$ cat src/hdl/uart_pkg.sv
// shared constants for the UART line echo
// bit timing, line capacity, credit count and the line type
package uart_pkg;

    localparam int CLK_FREQ_HZ  = 10_000_000;  // sys_clk rate
    localparam int BAUD_RATE    = 115_200;     // serial rate
    localparam int CLKS_PER_BIT = (CLK_FREQ_HZ + BAUD_RATE / 2) / BAUD_RATE; // rounds to 87
    localparam int HALF_BIT     = CLKS_PER_BIT / 2;      // start bit mid point
    localparam int CLK_CNT_W    = $clog2(CLKS_PER_BIT);  // clocks within one bit

    localparam int STR_MAX_BYTES = 16;                        // line capacity incl LF
    localparam int STR_LEN_W     = $clog2(STR_MAX_BYTES) + 1; // holds 0..16
    localparam logic [7:0] LINE_END = 8'h0A;                  // line feed

    // one buffer downstream, so one credit
    localparam int STR_CREDITS = 1;
    localparam int CRD_CNT_W   = $clog2(STR_CREDITS + 1);     // holds 0..STR_CREDITS

    // byte 0 goes out first
    typedef logic [STR_MAX_BYTES-1:0][7:0] line_t;

endpackage

$ cat src/hdl/uart_line_if.sv
// finished line hand-over between line assembler and line transmitter
// valid pulses once per line, credit pulses once per freed buffer
`timescale 1ns/10ps

interface uart_line_if import uart_pkg::*; ();

    line_t                line;    // line bytes, byte 0 first
    logic [STR_LEN_W-1:0] length;  // byte count incl LF
    logic                 valid;   // one cycle, costs one credit
    logic                 credit;  // one cycle, buffer freed

    // assembler side
    modport src (
        output line,
        output length,
        output valid,
        input  credit
    );

    // transmitter side
    modport dst (
        input  line,
        input  length,
        input  valid,
        output credit
    );

endinterface

$ cat src/hdl/uart_echo_top.sv
// UART line echo top level
// byte receiver, line assembler, line transmitter, byte transmitter
// last framed byte shown on uart_rx_data
`timescale 1ns/10ps

module uart_echo_top (
    input  logic       sys_clk,
    input  logic       sys_rst_n,
    input  logic       uart_rx_port,
    output logic       uart_tx_port,
    output logic [7:0] uart_rx_data
);

    logic [7:0] rx_byte;
    logic       rx_valid;
    logic [7:0] tx_byte;
    logic       tx_start;
    logic       tx_ready;

    uart_line_if line_bus ();  // line plus credit return

    uart_rx_byte u_rx_byte (
        .sys_clk   (sys_clk),
        .sys_rst_n (sys_rst_n),
        .rx_pin    (uart_rx_port),
        .rx_byte   (rx_byte),
        .rx_valid  (rx_valid)
    );

    uart_line_rx u_line_rx (
        .sys_clk   (sys_clk),
        .sys_rst_n (sys_rst_n),
        .rx_byte   (rx_byte),
        .rx_valid  (rx_valid),
        .line_bus  (line_bus.src)
    );

    uart_line_tx u_line_tx (
        .sys_clk   (sys_clk),
        .sys_rst_n (sys_rst_n),
        .line_bus  (line_bus.dst),
        .tx_byte   (tx_byte),
        .tx_start  (tx_start),
        .tx_ready  (tx_ready)
    );

    uart_tx_byte u_tx_byte (
        .sys_clk   (sys_clk),
        .sys_rst_n (sys_rst_n),
        .tx_byte   (tx_byte),
        .tx_start  (tx_start),
        .tx_ready  (tx_ready),
        .tx_pin    (uart_tx_port)
    );

    always_ff @(posedge sys_clk) begin
        if (!sys_rst_n) begin
            uart_rx_data <= 8'd0;
        end else if (rx_valid) begin
            uart_rx_data <= rx_byte;  // framing errors never pulse rx_valid
        end
    end

endmodule

$ cat src/hdl/uart_line_rx.sv
// line assembler
// collects bytes up to LF, keeps 15 data bytes max plus LF
// holds the finished line until a credit is free
`timescale 1ns/10ps

module uart_line_rx import uart_pkg::*; (
    input  logic       sys_clk,
    input  logic       sys_rst_n,
    input  logic [7:0] rx_byte,
    input  logic       rx_valid,
    uart_line_if.src   line_bus
);

    line_t                line_buf;
    logic [STR_LEN_W-1:0] wr_cnt;      // bytes stored so far
    logic                 line_done;   // LF stored, waiting for hand-over
    logic [CRD_CNT_W-1:0] credit_cnt;
    logic                 is_end;
    logic                 has_room;
    logic                 store;
    logic                 take;        // hand-over this cycle

    assign is_end   = rx_byte == LINE_END;
    assign has_room = wr_cnt < STR_LEN_W'(STR_MAX_BYTES - 1);  // last slot kept for LF
    assign store    = rx_valid && !line_done && (is_end || has_room);
    assign take     = line_done && (credit_cnt != '0);

    assign line_bus.line   = line_buf;
    assign line_bus.length = wr_cnt;
    assign line_bus.valid  = take;

    always_ff @(posedge sys_clk) begin
        if (!sys_rst_n) begin
            wr_cnt     <= '0;
            line_done  <= 1'b0;
            credit_cnt <= CRD_CNT_W'(STR_CREDITS);
        end else begin
            if (take) begin
                line_done <= 1'b0;  // buffer free for next line
                wr_cnt    <= '0;
            end else if (store) begin
                wr_cnt <= wr_cnt + 1'b1;
                if (is_end) line_done <= 1'b1;
            end

            if (line_bus.credit && !take) begin
                credit_cnt <= credit_cnt + 1'b1;
            end else if (take && !line_bus.credit) begin
                credit_cnt <= credit_cnt - 1'b1;
            end
        end
    end

    always_ff @(posedge sys_clk) begin
        if (store) line_buf[wr_cnt] <= rx_byte;
    end

    // a returned credit must belong to a line handed over earlier
    a_credit_bound: assert property (@(posedge sys_clk) disable iff (!sys_rst_n)
        line_bus.credit |-> credit_cnt < CRD_CNT_W'(STR_CREDITS));

endmodule

$ cat src/hdl/uart_line_tx.sv
// line transmitter
// single line buffer, feeds the byte transmitter in order
// returns the credit once the last stop bit is out
`timescale 1ns/10ps

module uart_line_tx import uart_pkg::*; (
    input  logic       sys_clk,
    input  logic       sys_rst_n,
    uart_line_if.dst   line_bus,
    output logic [7:0] tx_byte,
    output logic       tx_start,
    input  logic       tx_ready
);

    line_t                tx_buf;
    logic [STR_LEN_W-1:0] tx_len;
    logic [STR_LEN_W-1:0] rd_idx;      // next byte to send
    logic                 buf_full;
    logic                 bytes_left;

    assign bytes_left = rd_idx != tx_len;

    // index only reaches 16 once every byte is out, top bit not needed
    assign tx_byte  = tx_buf[rd_idx[STR_LEN_W-2:0]];
    assign tx_start = buf_full && tx_ready && bytes_left;

    // ready again with nothing left means the last frame has finished
    assign line_bus.credit = buf_full && tx_ready && !bytes_left;

    always_ff @(posedge sys_clk) begin
        if (!sys_rst_n) begin
            buf_full <= 1'b0;
            rd_idx   <= '0;
        end else if (line_bus.valid) begin
            buf_full <= 1'b1;
            rd_idx   <= '0;
        end else if (line_bus.credit) begin
            buf_full <= 1'b0;  // buffer released
        end else if (tx_start) begin
            rd_idx <= rd_idx + 1'b1;
        end
    end

    always_ff @(posedge sys_clk) begin
        if (line_bus.valid) begin
            tx_buf <= line_bus.line;
            tx_len <= line_bus.length;
        end
    end

    // the credit scheme keeps the assembler away while a line is in flight
    a_no_overwrite: assert property (@(posedge sys_clk) disable iff (!sys_rst_n)
        line_bus.valid |-> !buf_full);

endmodule

$ cat src/hdl/uart_rx_byte.sv
// 8N1 serial receiver
// two-flop sync, start edge detect, mid-bit sampling, stop bit check
`timescale 1ns/10ps

module uart_rx_byte import uart_pkg::*; (
    input  logic       sys_clk,
    input  logic       sys_rst_n,
    input  logic       rx_pin,
    output logic [7:0] rx_byte,
    output logic       rx_valid
);

    typedef enum logic [1:0] {RX_IDLE, RX_START, RX_DATA, RX_STOP} rx_state_t;

    rx_state_t            state;
    logic                 rx_meta;   // first sync stage
    logic                 rx_sync;   // usable line level
    logic                 rx_prev;   // for edge detect
    logic [CLK_CNT_W-1:0] clk_cnt;
    logic [2:0]           bit_cnt;   // data bit index
    logic [7:0]           shift;
    logic                 fall;
    logic                 bit_end;

    assign fall    = rx_prev & ~rx_sync;                           // high to low
    assign bit_end = clk_cnt == CLK_CNT_W'(CLKS_PER_BIT - 1);

    always_ff @(posedge sys_clk) begin
        if (!sys_rst_n) begin
            rx_meta <= 1'b1;  // idle line is high
            rx_sync <= 1'b1;
            rx_prev <= 1'b1;
        end else begin
            rx_meta <= rx_pin;
            rx_sync <= rx_meta;
            rx_prev <= rx_sync;
        end
    end

    always_ff @(posedge sys_clk) begin
        if (!sys_rst_n) begin
            state    <= RX_IDLE;
            clk_cnt  <= '0;
            bit_cnt  <= '0;
            rx_valid <= 1'b0;
        end else begin
            rx_valid <= 1'b0;  // single cycle pulse
            case (state)
                RX_IDLE: begin
                    clk_cnt <= '0;
                    bit_cnt <= '0;
                    if (fall) state <= RX_START;
                end
                RX_START: begin
                    if (clk_cnt == CLK_CNT_W'(HALF_BIT - 1)) begin
                        clk_cnt <= '0;
                        state   <= rx_sync ? RX_IDLE : RX_DATA;  // high at mid-bit is a glitch
                    end else begin
                        clk_cnt <= clk_cnt + 1'b1;
                    end
                end
                RX_DATA: begin
                    if (bit_end) begin
                        clk_cnt <= '0;
                        bit_cnt <= bit_cnt + 1'b1;
                        if (bit_cnt == 3'd7) state <= RX_STOP;
                    end else begin
                        clk_cnt <= clk_cnt + 1'b1;
                    end
                end
                RX_STOP: begin
                    if (bit_end) begin
                        clk_cnt  <= '0;
                        rx_valid <= rx_sync;  // low stop bit, frame dropped
                        state    <= RX_IDLE;
                    end else begin
                        clk_cnt <= clk_cnt + 1'b1;
                    end
                end
                default: state <= RX_IDLE;
            endcase
        end
    end

    always_ff @(posedge sys_clk) begin
        if (state == RX_DATA && bit_end) shift <= {rx_sync, shift[7:1]};  // lsb arrives first
        if (state == RX_STOP && bit_end && rx_sync) rx_byte <= shift;
    end

    // consumers count one byte per pulse
    a_rx_valid_pulse: assert property (@(posedge sys_clk) disable iff (!sys_rst_n)
        rx_valid |=> !rx_valid);

endmodule

$ cat src/hdl/uart_tx_byte.sv
// 8N1 serial transmitter
// one frame per tx_start, tx_ready high while idle
`timescale 1ns/10ps

module uart_tx_byte import uart_pkg::*; (
    input  logic       sys_clk,
    input  logic       sys_rst_n,
    input  logic [7:0] tx_byte,
    input  logic       tx_start,
    output logic       tx_ready,
    output logic       tx_pin
);

    logic                 busy;
    logic [CLK_CNT_W-1:0] clk_cnt;
    logic [3:0]           bit_cnt;  // 0 start, 1..8 data, 9 stop
    logic [8:0]           shift;    // data bits then stop
    logic                 bit_end;

    assign bit_end  = clk_cnt == CLK_CNT_W'(CLKS_PER_BIT - 1);
    assign tx_ready = ~busy;

    always_ff @(posedge sys_clk) begin
        if (!sys_rst_n) begin
            busy    <= 1'b0;
            clk_cnt <= '0;
            bit_cnt <= '0;
            tx_pin  <= 1'b1;  // line idles high
        end else if (!busy) begin
            clk_cnt <= '0;
            bit_cnt <= '0;
            if (tx_start) begin
                busy   <= 1'b1;
                tx_pin <= 1'b0;  // start bit
            end
        end else if (bit_end) begin
            clk_cnt <= '0;
            if (bit_cnt == 4'd9) begin
                busy <= 1'b0;  // stop bit done, pin already high
            end else begin
                bit_cnt <= bit_cnt + 1'b1;
                tx_pin  <= shift[0];
            end
        end else begin
            clk_cnt <= clk_cnt + 1'b1;
        end
    end

    always_ff @(posedge sys_clk) begin
        if (!busy && tx_start) begin
            shift <= {1'b1, tx_byte};
        end else if (busy && bit_end) begin
            shift <= {1'b1, shift[8:1]};  // lsb first, refill with stop level
        end
    end

    // the line transmitter must wait for ready
    a_tx_start_ready: assert property (@(posedge sys_clk) disable iff (!sys_rst_n)
        tx_start |-> tx_ready);

endmodule
$ cat config.mk
export PLATFORM = sky130hd
export DESIGN_NAME = uart_echo_top
export DESIGN_NICKNAME = d
export VERILOG_FILES = /design/src/hdl/uart_pkg.sv /design/src/hdl/uart_line_if.sv /design/src/hdl/uart_echo_top.sv /design/src/hdl/uart_line_rx.sv /design/src/hdl/uart_line_tx.sv /design/src/hdl/uart_rx_byte.sv /design/src/hdl/uart_tx_byte.sv
export SDC_FILE = /design/constraint.sdc
export NUM_CORES = 1
export LEC_CHECK = 0
export ABC_AREA = 1
export BUFFER_PORTS_ARGS = -buffer_cell sky130_fd_sc_hd__buf_2
export CORE_ASPECT_RATIO = 1.5
export CORE_MARGIN = 2
export CORE_UTILIZATION = 45
export DETAILED_ROUTE_END_ITERATION = 8
export GPL_TIMING_DRIVEN = 0
export PLACE_DENSITY = 0.7
export SLEW_MARGIN = 25
export SYNTH_ARGS = -nofsm -noshare
export SYNTH_HDL_FRONTEND = slang
export SYNTH_HIERARCHICAL = 1
export SYNTH_SLANG_ARGS = --single-unit
$ cat constraint.sdc
create_clock -name sys_clk -period 4.63 [get_ports sys_clk]
set_input_delay 0 -clock sys_clk [delete_from_list [all_inputs] [get_ports sys_clk]]
set_output_delay 0 -clock sys_clk [all_outputs]
set_load 0.005 [all_outputs]
Word level (Yosys, flattened, before mapping)
Index checks and enable logic that the tools add are counted.
{"block": "word_totals", "ram_bits": 0, "memories": 0, "regBits": 335, "input_bits": 3, "latch_bits": 0, "mem_bits_ro": 0, "output_inout_bits": 9}
{"block": "classes", "n_shift": 0, "eq_ne": 17, "n_lt_le_gt_ge": 4, "n_div": 0, "addsub": 8, "multipliers": 0, "mux": 31, "reduce_logical": 37, "bitwise": 6}
{"operator": "bitwise mux 128 bit", "count": 1}
{"operator": "binary-select mux 8 bit (select 4 bit)", "count": 1}
{"operator": "demux 8 bit (select 4 bit)", "count": 1}
{"operator": "two-way mux 8 bit", "count": 4}
{"operator": "case mux 7 bit (3 select lines)", "count": 1}
{"operator": "adder 7 x 1 -> 7 bit (second input constant)", "count": 2}
{"operator": "== test 7 bit (second input constant)", "count": 2}
{"operator": "logical AND 1 bit", "count": 14}
{"operator": "two-way mux 7 bit", "count": 2}
{"operator": "two-way mux 1 bit", "count": 12}
{"operator": "two-way mux 2 bit", "count": 6}
{"operator": "adder 5 x 1 -> 5 bit (second input constant)", "count": 2}
{"operator": "inequality test 2 x 1 -> 1 bit (second input constant)", "count": 5}
{"operator": "AND reduction 2 bit", "count": 5}
{"operator": "nonzero test 2 bit", "count": 5}
{"operator": "== test 8 x 4 -> 1 bit (second input constant)", "count": 1}
{"operator": "case mux 2 bit (4 select lines)", "count": 1}
{"operator": "== test 7 x 6 -> 1 bit (second input constant)", "count": 1}
{"operator": "case mux 3 bit (2 select lines)", "count": 1}
{"operator": "AND reduction 3 bit", "count": 2}
{"operator": "greater-or-equal comparator 5 x 1 -> 1 bit (second input constant)", "count": 1}
{"operator": "zero test 1 bit", "count": 5}
{"operator": "< comparator 4 x 5 -> 1 bit (second input constant)", "count": 1}
{"operator": "< comparator 5 x 4 -> 1 bit (second input constant)", "count": 1}
{"operator": "19 further kinds", "count": 26}

Logic depth before layout (Yosys ltp)
{"block": "logic_depth", "ltp_word": 7, "mapped_depth": 13, "ltp_nobuf": 12}

By module
The synthesis kept the hierarchy.
{"module": "uart_line_tx", "area_each_um2": 5536.6, "cells_per_inst": 432, "n_inst": 1}
{"module": "uart_line_rx", "area_each_um2": 4470.5, "cells_per_inst": 229, "n_inst": 1}
{"module": "uart_rx_byte", "area_each_um2": 1232.4, "cells_per_inst": 110, "n_inst": 1}
{"module": "uart_tx_byte", "area_each_um2": 1029.7, "cells_per_inst": 122, "n_inst": 1}
{"module": "uart_echo_top", "area_each_um2": 356.6, "cells_per_inst": 51, "n_inst": 1}

Worst setup path after synthesis
Ideal clock, no wire load.
{"block": "synth_timing", "path_kind": "reg-to-reg", "start": "reg u_line_rx.line_done", "end": "reg u_line_tx.rd_idx[2]", "stages_incl_launch_ff": 6, "arrival_time_ns": 3.562, "synth_period_minus_slack_ns": 3.683, "setup_slack_ns": 0.947, "setup_ns": 0.121, "path_cell_list": "dfxtp_1 -> nand2_1 -> inv_1 -> nor2_1 -> inv_1 -> a21oi_1"}
{"block": "synth_between", "elab_chain_cells": 2}
{"element": "from (decl)", "line_no": "uart_line_rx.sv:16", "rtl": "logic line_done;"}
{"element": "from (signal assigned)", "line_no": "uart_line_rx.sv:35", "rtl": "line_done <= 1'b0;"}
{"element": "from (signal assigned)", "line_no": "uart_line_rx.sv:39", "rtl": "line_done <= 1'b0;"}
{"element": "from (signal assigned)", "line_no": "uart_line_rx.sv:43", "rtl": "if (is_end) line_done <= 1'b1;"}
{"element": "logical AND 1 bit", "line_no": "uart_line_rx.sv:26", "rtl": "assign take = line_done && (credit_cnt != '0);"}
{"element": "via line_bus.valid", "line_no": "uart_line_if.sv:9", "rtl": "logic valid;"}
{"element": "OR reduction 2 bit (no source line)"}
{"element": "to (signal assigned)", "line_no": "uart_line_tx.sv:40", "rtl": "rd_idx <= rd_idx + 1'b1;"}
{"element": "to (decl)", "line_no": "uart_line_tx.sv:17", "rtl": "logic [STR_LEN_W-1:0] rd_idx;"}
The timed path passes the listed nets, and every way through them passes these cells.
A chain may end at the register's enable or synchronous reset.

Final worst setup path
{"block": "layout_timing", "start": "reg u_rx_byte.rx_byte[3]", "end": "reg u_line_rx.line_buf, in the netlist u_line_rx/line_bus.line[74] (enable)"}
{"block": "layout_between", "elab_chain_cells": 3}
{"element": "from (decl)", "line_no": "uart_rx_byte.sv:9", "rtl": "output logic [7:0] rx_byte,"}
{"element": "from (signal assigned)", "line_no": "uart_rx_byte.sv:87", "rtl": "if (state == RX_STOP && bit_end && rx_sync) rx_byte <= shift;"}
{"element": "== test 8 x 4 -> 1 bit", "line_no": "uart_line_rx.sv:23", "rtl": "assign is_end = rx_byte == LINE_END;"}
{"element": "logical OR 1 bit", "line_no": "uart_line_rx.sv:25", "rtl": "assign store = rx_valid && !line_done && (is_end || has_room);"}
{"element": "logical AND 1 bit", "line_no": "uart_line_rx.sv:25"}
{"element": "to (signal, indexed assignment)", "line_no": "uart_line_rx.sv:55", "rtl": "if (store) line_buf[wr_cnt] <= rx_byte;"}
{"element": "to (decl)", "line_no": "uart_line_rx.sv:14", "rtl": "line_t line_buf;"}
No other way between the ends.

==> results by group <==
Synthesis
  – Synth Area per Inst: 13.4 sq um
  – Fraction of the yosys area taken by sequential cells: 0.757
  – Cell type with the highest aggregate area in the netlist: edfxtp_1
  – Number of instances in the synthesized netlist: 944
  – Number of distinct standard cells referenced by the synthesized netlist: 36
  – Area fraction of the dominant cell type after synthesis: 0.678
  – Number of flip-flops and latches in the synthesized netlist: 335
  – Yosys warning count: 6
  – Synthesized netlist net count: 961
  – Combined area of all synthesized cells: 12600 sq um
  – Cell types occupying the most area after synthesis: edfxtp_1 68%, dfxtp_1 7.9%, nor2_1 4.2%

CTS
  – Resize count post-CTS: 0
  – Clock Tree Buf Depth: 3
  – Buffers inserted by post-CTS timing repair: 0
  – Clock-pin slew on the worst setup and hold paths: 0.07 ns
  – Clock insertion delay at the later pin of the skew report: 0.55 ns
  – Clock root buffer master: clkbuf_16
  – CTS HTree Levels: 1
  – TritonCTS clock tree: yes
  – Sink Count: 335
  – TritonCTS buffer count: 28

Flow run
  – Max-capacitance violation count: 0

STA
  – Transition at the pin with the smallest max-transition slack: 0.944 ns
  – Fmax: 360 MHz
  – Final clock skew: 0.00947 ns
  – Setup repair after global routing missed its margin: false
  – Hold Violations, Final: 0
  – Final period util: 0.599
  – Slew margin rel.: 0.369
  – Time the worst path needs with I/O delays and setup: 2.77 ns
  – Number of pins with negative max-slew slack in the final report: 0
  – Setup Viol. Count Final: 0

Worst setup path
  – R2R cell count: 6
  – Worst-path fanout max: 18
  – Crit path launch type: register
  – Critical path start-end classification: register to register
  – Kind of end point of the critical path: register
  – Arrival time at the worst endpoint: 2.95 ns
  – CP Data Required Time: 4.80 ns

Die
  – Die width: 141 um
  – Die Y-Extent: 209 um
  – Initial standard-cell utilization of the core: 0.455
  – Die area: 29400 sq um
  – Number of top-level pins: 12
  – Cell Rows: 75
  – Core Region: 27800 sq um

Placed design
  – Cells after DPL: 1302
  – PortBufs: 11
  – Detailed Place HPWL: 15600 um
  – Routability-driven placement congestion ratio: 0.825
  – Post-detailed-placement cell area: 13200 sq um

Hold path
  – Number of cells on the worst hold path: 3
  – Worst min-delay path category: input pin to register

Detailed routing
  – DR pass1 iterations: 5
  – Count of unresolved DRC violations after routing: 0
  – Drt first-iter violations: 397
  – Overall via count from detail_route: 6982
  – Vias per Instance: 5.15
  – Average wire per standard cell: 17.7 um
  – Antenna-violating nets left: 0
  – Total detailed-routing wirelength: 24000 um

Global route
  – Largest net degree at the start of global routing: 70
  – Initial antenna violation count: 0
  – Global-route wire length before repair: 37300 um
  – Remaining Overflow, GRT: 0
  – Via count of the first global-routing pass: 7059
  – Overall fraction of global-route tracks in use: 0.165

Status
  – Status: finished, final reports clean

Final layout
  – Final Net Count: 1005
  – Non-filler instance count after layout: 1356
  – Antenna fix cells: 0
  – Post-route design area: 14200 sq um
  – Share of post-route cells with drive strength above 1: 0.140
  – Fillers: 2286
  – Area Growth Syn to Fin: 12.4%

Power
  – Final Power: 5.82 mW
  – Leakage: 4.92 nW
  – Pwr per Cell Area: 410 nW/um^2
  – Maximum vdd ir drop: 367 uV
worst max-delay path, cell delays in order (launching register included):
cell and delay, ns:
edfxtp_1 0.89, nand2_1 0.14, nor2_2 0.17, nand3_2 0.18, nand2_4 0.17, nand3_1 0.15, nor2_1 0.69
cell usage after synthesis:
master,instances
edfxtp_1,285
nor2_1,141
nand2_1,130
o21ai_0,58
inv_1,53
dfxtp_1,50
nand3_1,44
a21oi_1,18
o211ai_1,16
o22ai_1,16
ha_1,14
buf_2,12
inv_2,12
nor2_2,11
clkbuf_1,8
o21ai_1,8
nand2_2,6
nand4_1,6
or2_2,6
buf_6,5
nand2_4,5
nand3_2,5
nor3_1,5
xor2_1,5
nor2_4,4
xnor2_1,4
nand3b_1,3
nor3b_2,3
buf_8,2
nand3_4,2
o21ai_2,2
buf_4,1
clkinv_1,1
inv_4,1
nand3b_4,1
nor4_1,1
report_power, final:
| group | internal [mW] | switching, mW |
|---|---|---|
| Sequential | 3.22 | 0.00366 |
| Clock | 1.48 | 1.07 |
| Combinational | 0.0126 | 0.0237 |
through the flow:
step                      utilization  setup slack [ns]  hold WS [ns]  setup TNS (ns)
after global routing            0.511              1.62         0.174               0
after CTS                       0.511              1.79         0.155               0
final                           0.511              1.86         0.180               0
after detailed placement        0.474              1.79         0.193               0
after global placement          0.472            -0.256         0.190           -1.15
after floorplan                     -             0.947        0.0842               0
cells by family (layout without fill, tap and decap cells):
family	count (synthesis)	in the layout	synth area share
compound gates	118	118	0.0521
xor+xnor	9	9	0.00624
fa+ha+maj	14	14	0.0139
buf+inv	95	161	0.0347
flops	335	335	0.757
simple gates	373	373	0.136
placed cells by master, fill, tap and decap left out, types with 3 or more instances in the layout:
master and count:
clkinv_4 3, nand3b_1 3, nor2_2 11, a21oi_1 18, xor2_1 5, nand4_1 6, ha_1 14, clkinvlp_4 3
xnor2_1 4, inv_8 3, buf_6 5, clkbuf_16 29, nor3_1 3, nand2_4 5, nand2_2 6, o21ai_0 58
bufinv_16 5, o211ai_1 16, o22ai_1 16, inv_1 52, nor2_4 4, nand3_1 44, nor2_1 141, or2_2 6
edfxtp_1 285, buf_2 23, clkbuf_1 12, dfxtp_1 50, nand3_2 5, nand2_1 130, o21ai_1 8, nor3b_2 3
inv_2 12
layout make-up:
cell class              count  area [sq um]  share of cell area
flip-flops and latches    335          9560               0.673
multi-input cells         514          2640               0.186
clock buffers              35           768              0.0541
well taps                 346           433              0.0305
inverters                  67           262              0.0184
clock inverters            17           249              0.0175
plain buffers              28           184              0.0130
repair buffers             14           103             0.00723
registers in the layout (all words and copies together) (netlist names), 3 cells and up, named ones only:
| register | cells |
|---|---|
| u_tx_byte/shift | 8 |
| u_line_tx/rd_idx | 5 |
| u_rx_byte/rx_byte | 8 |
| u_line_rx/line_bus.line | 128 |
| u_tx_byte/clk_cnt | 7 |
| u_line_tx/tx_buf | 128 |
| u_rx_byte/shift | 8 |
| u_tx_byte/bit_cnt | 4 |
| u_line_tx/tx_len | 5 |
| u_rx_byte/bit_cnt | 3 |
| uart_rx_data | 8 |
| u_rx_byte/clk_cnt | 7 |
| u_line_rx/line_bus.length | 5 |
layer usage:
layer  share of wire  wire length [um]  GRT usage
met1            0.37              8980      0.184
met2            0.55             13100      0.311
met3           0.044              1060     0.0165
met4           0.034               825     0.0772
met5               0                 0          0
path summary, 6_finish.rpt:
path | slack, ns | end | startpoint
max reg2reg | 1.86 | u_line_rx/line_bus.line[74] | u_rx_byte/rx_byte[3]
max | 1.86 | u_line_rx/line_bus.line[74] | u_rx_byte/rx_byte[3]
min | 0.18 | u_rx_byte/rx_meta | uart_rx_port
min reg2reg | 0.41 | u_line_tx/tx_buf[101] | u_line_rx/line_bus.line[101]
what timing repair did:
item                                    4_1_cts  5_1_grt
hold buffers                                  2        0
hold endpoints to repair                     28        0
endpoints found under the setup margin        0        0
Note: power is estimated with default switching activity, not from simulation.
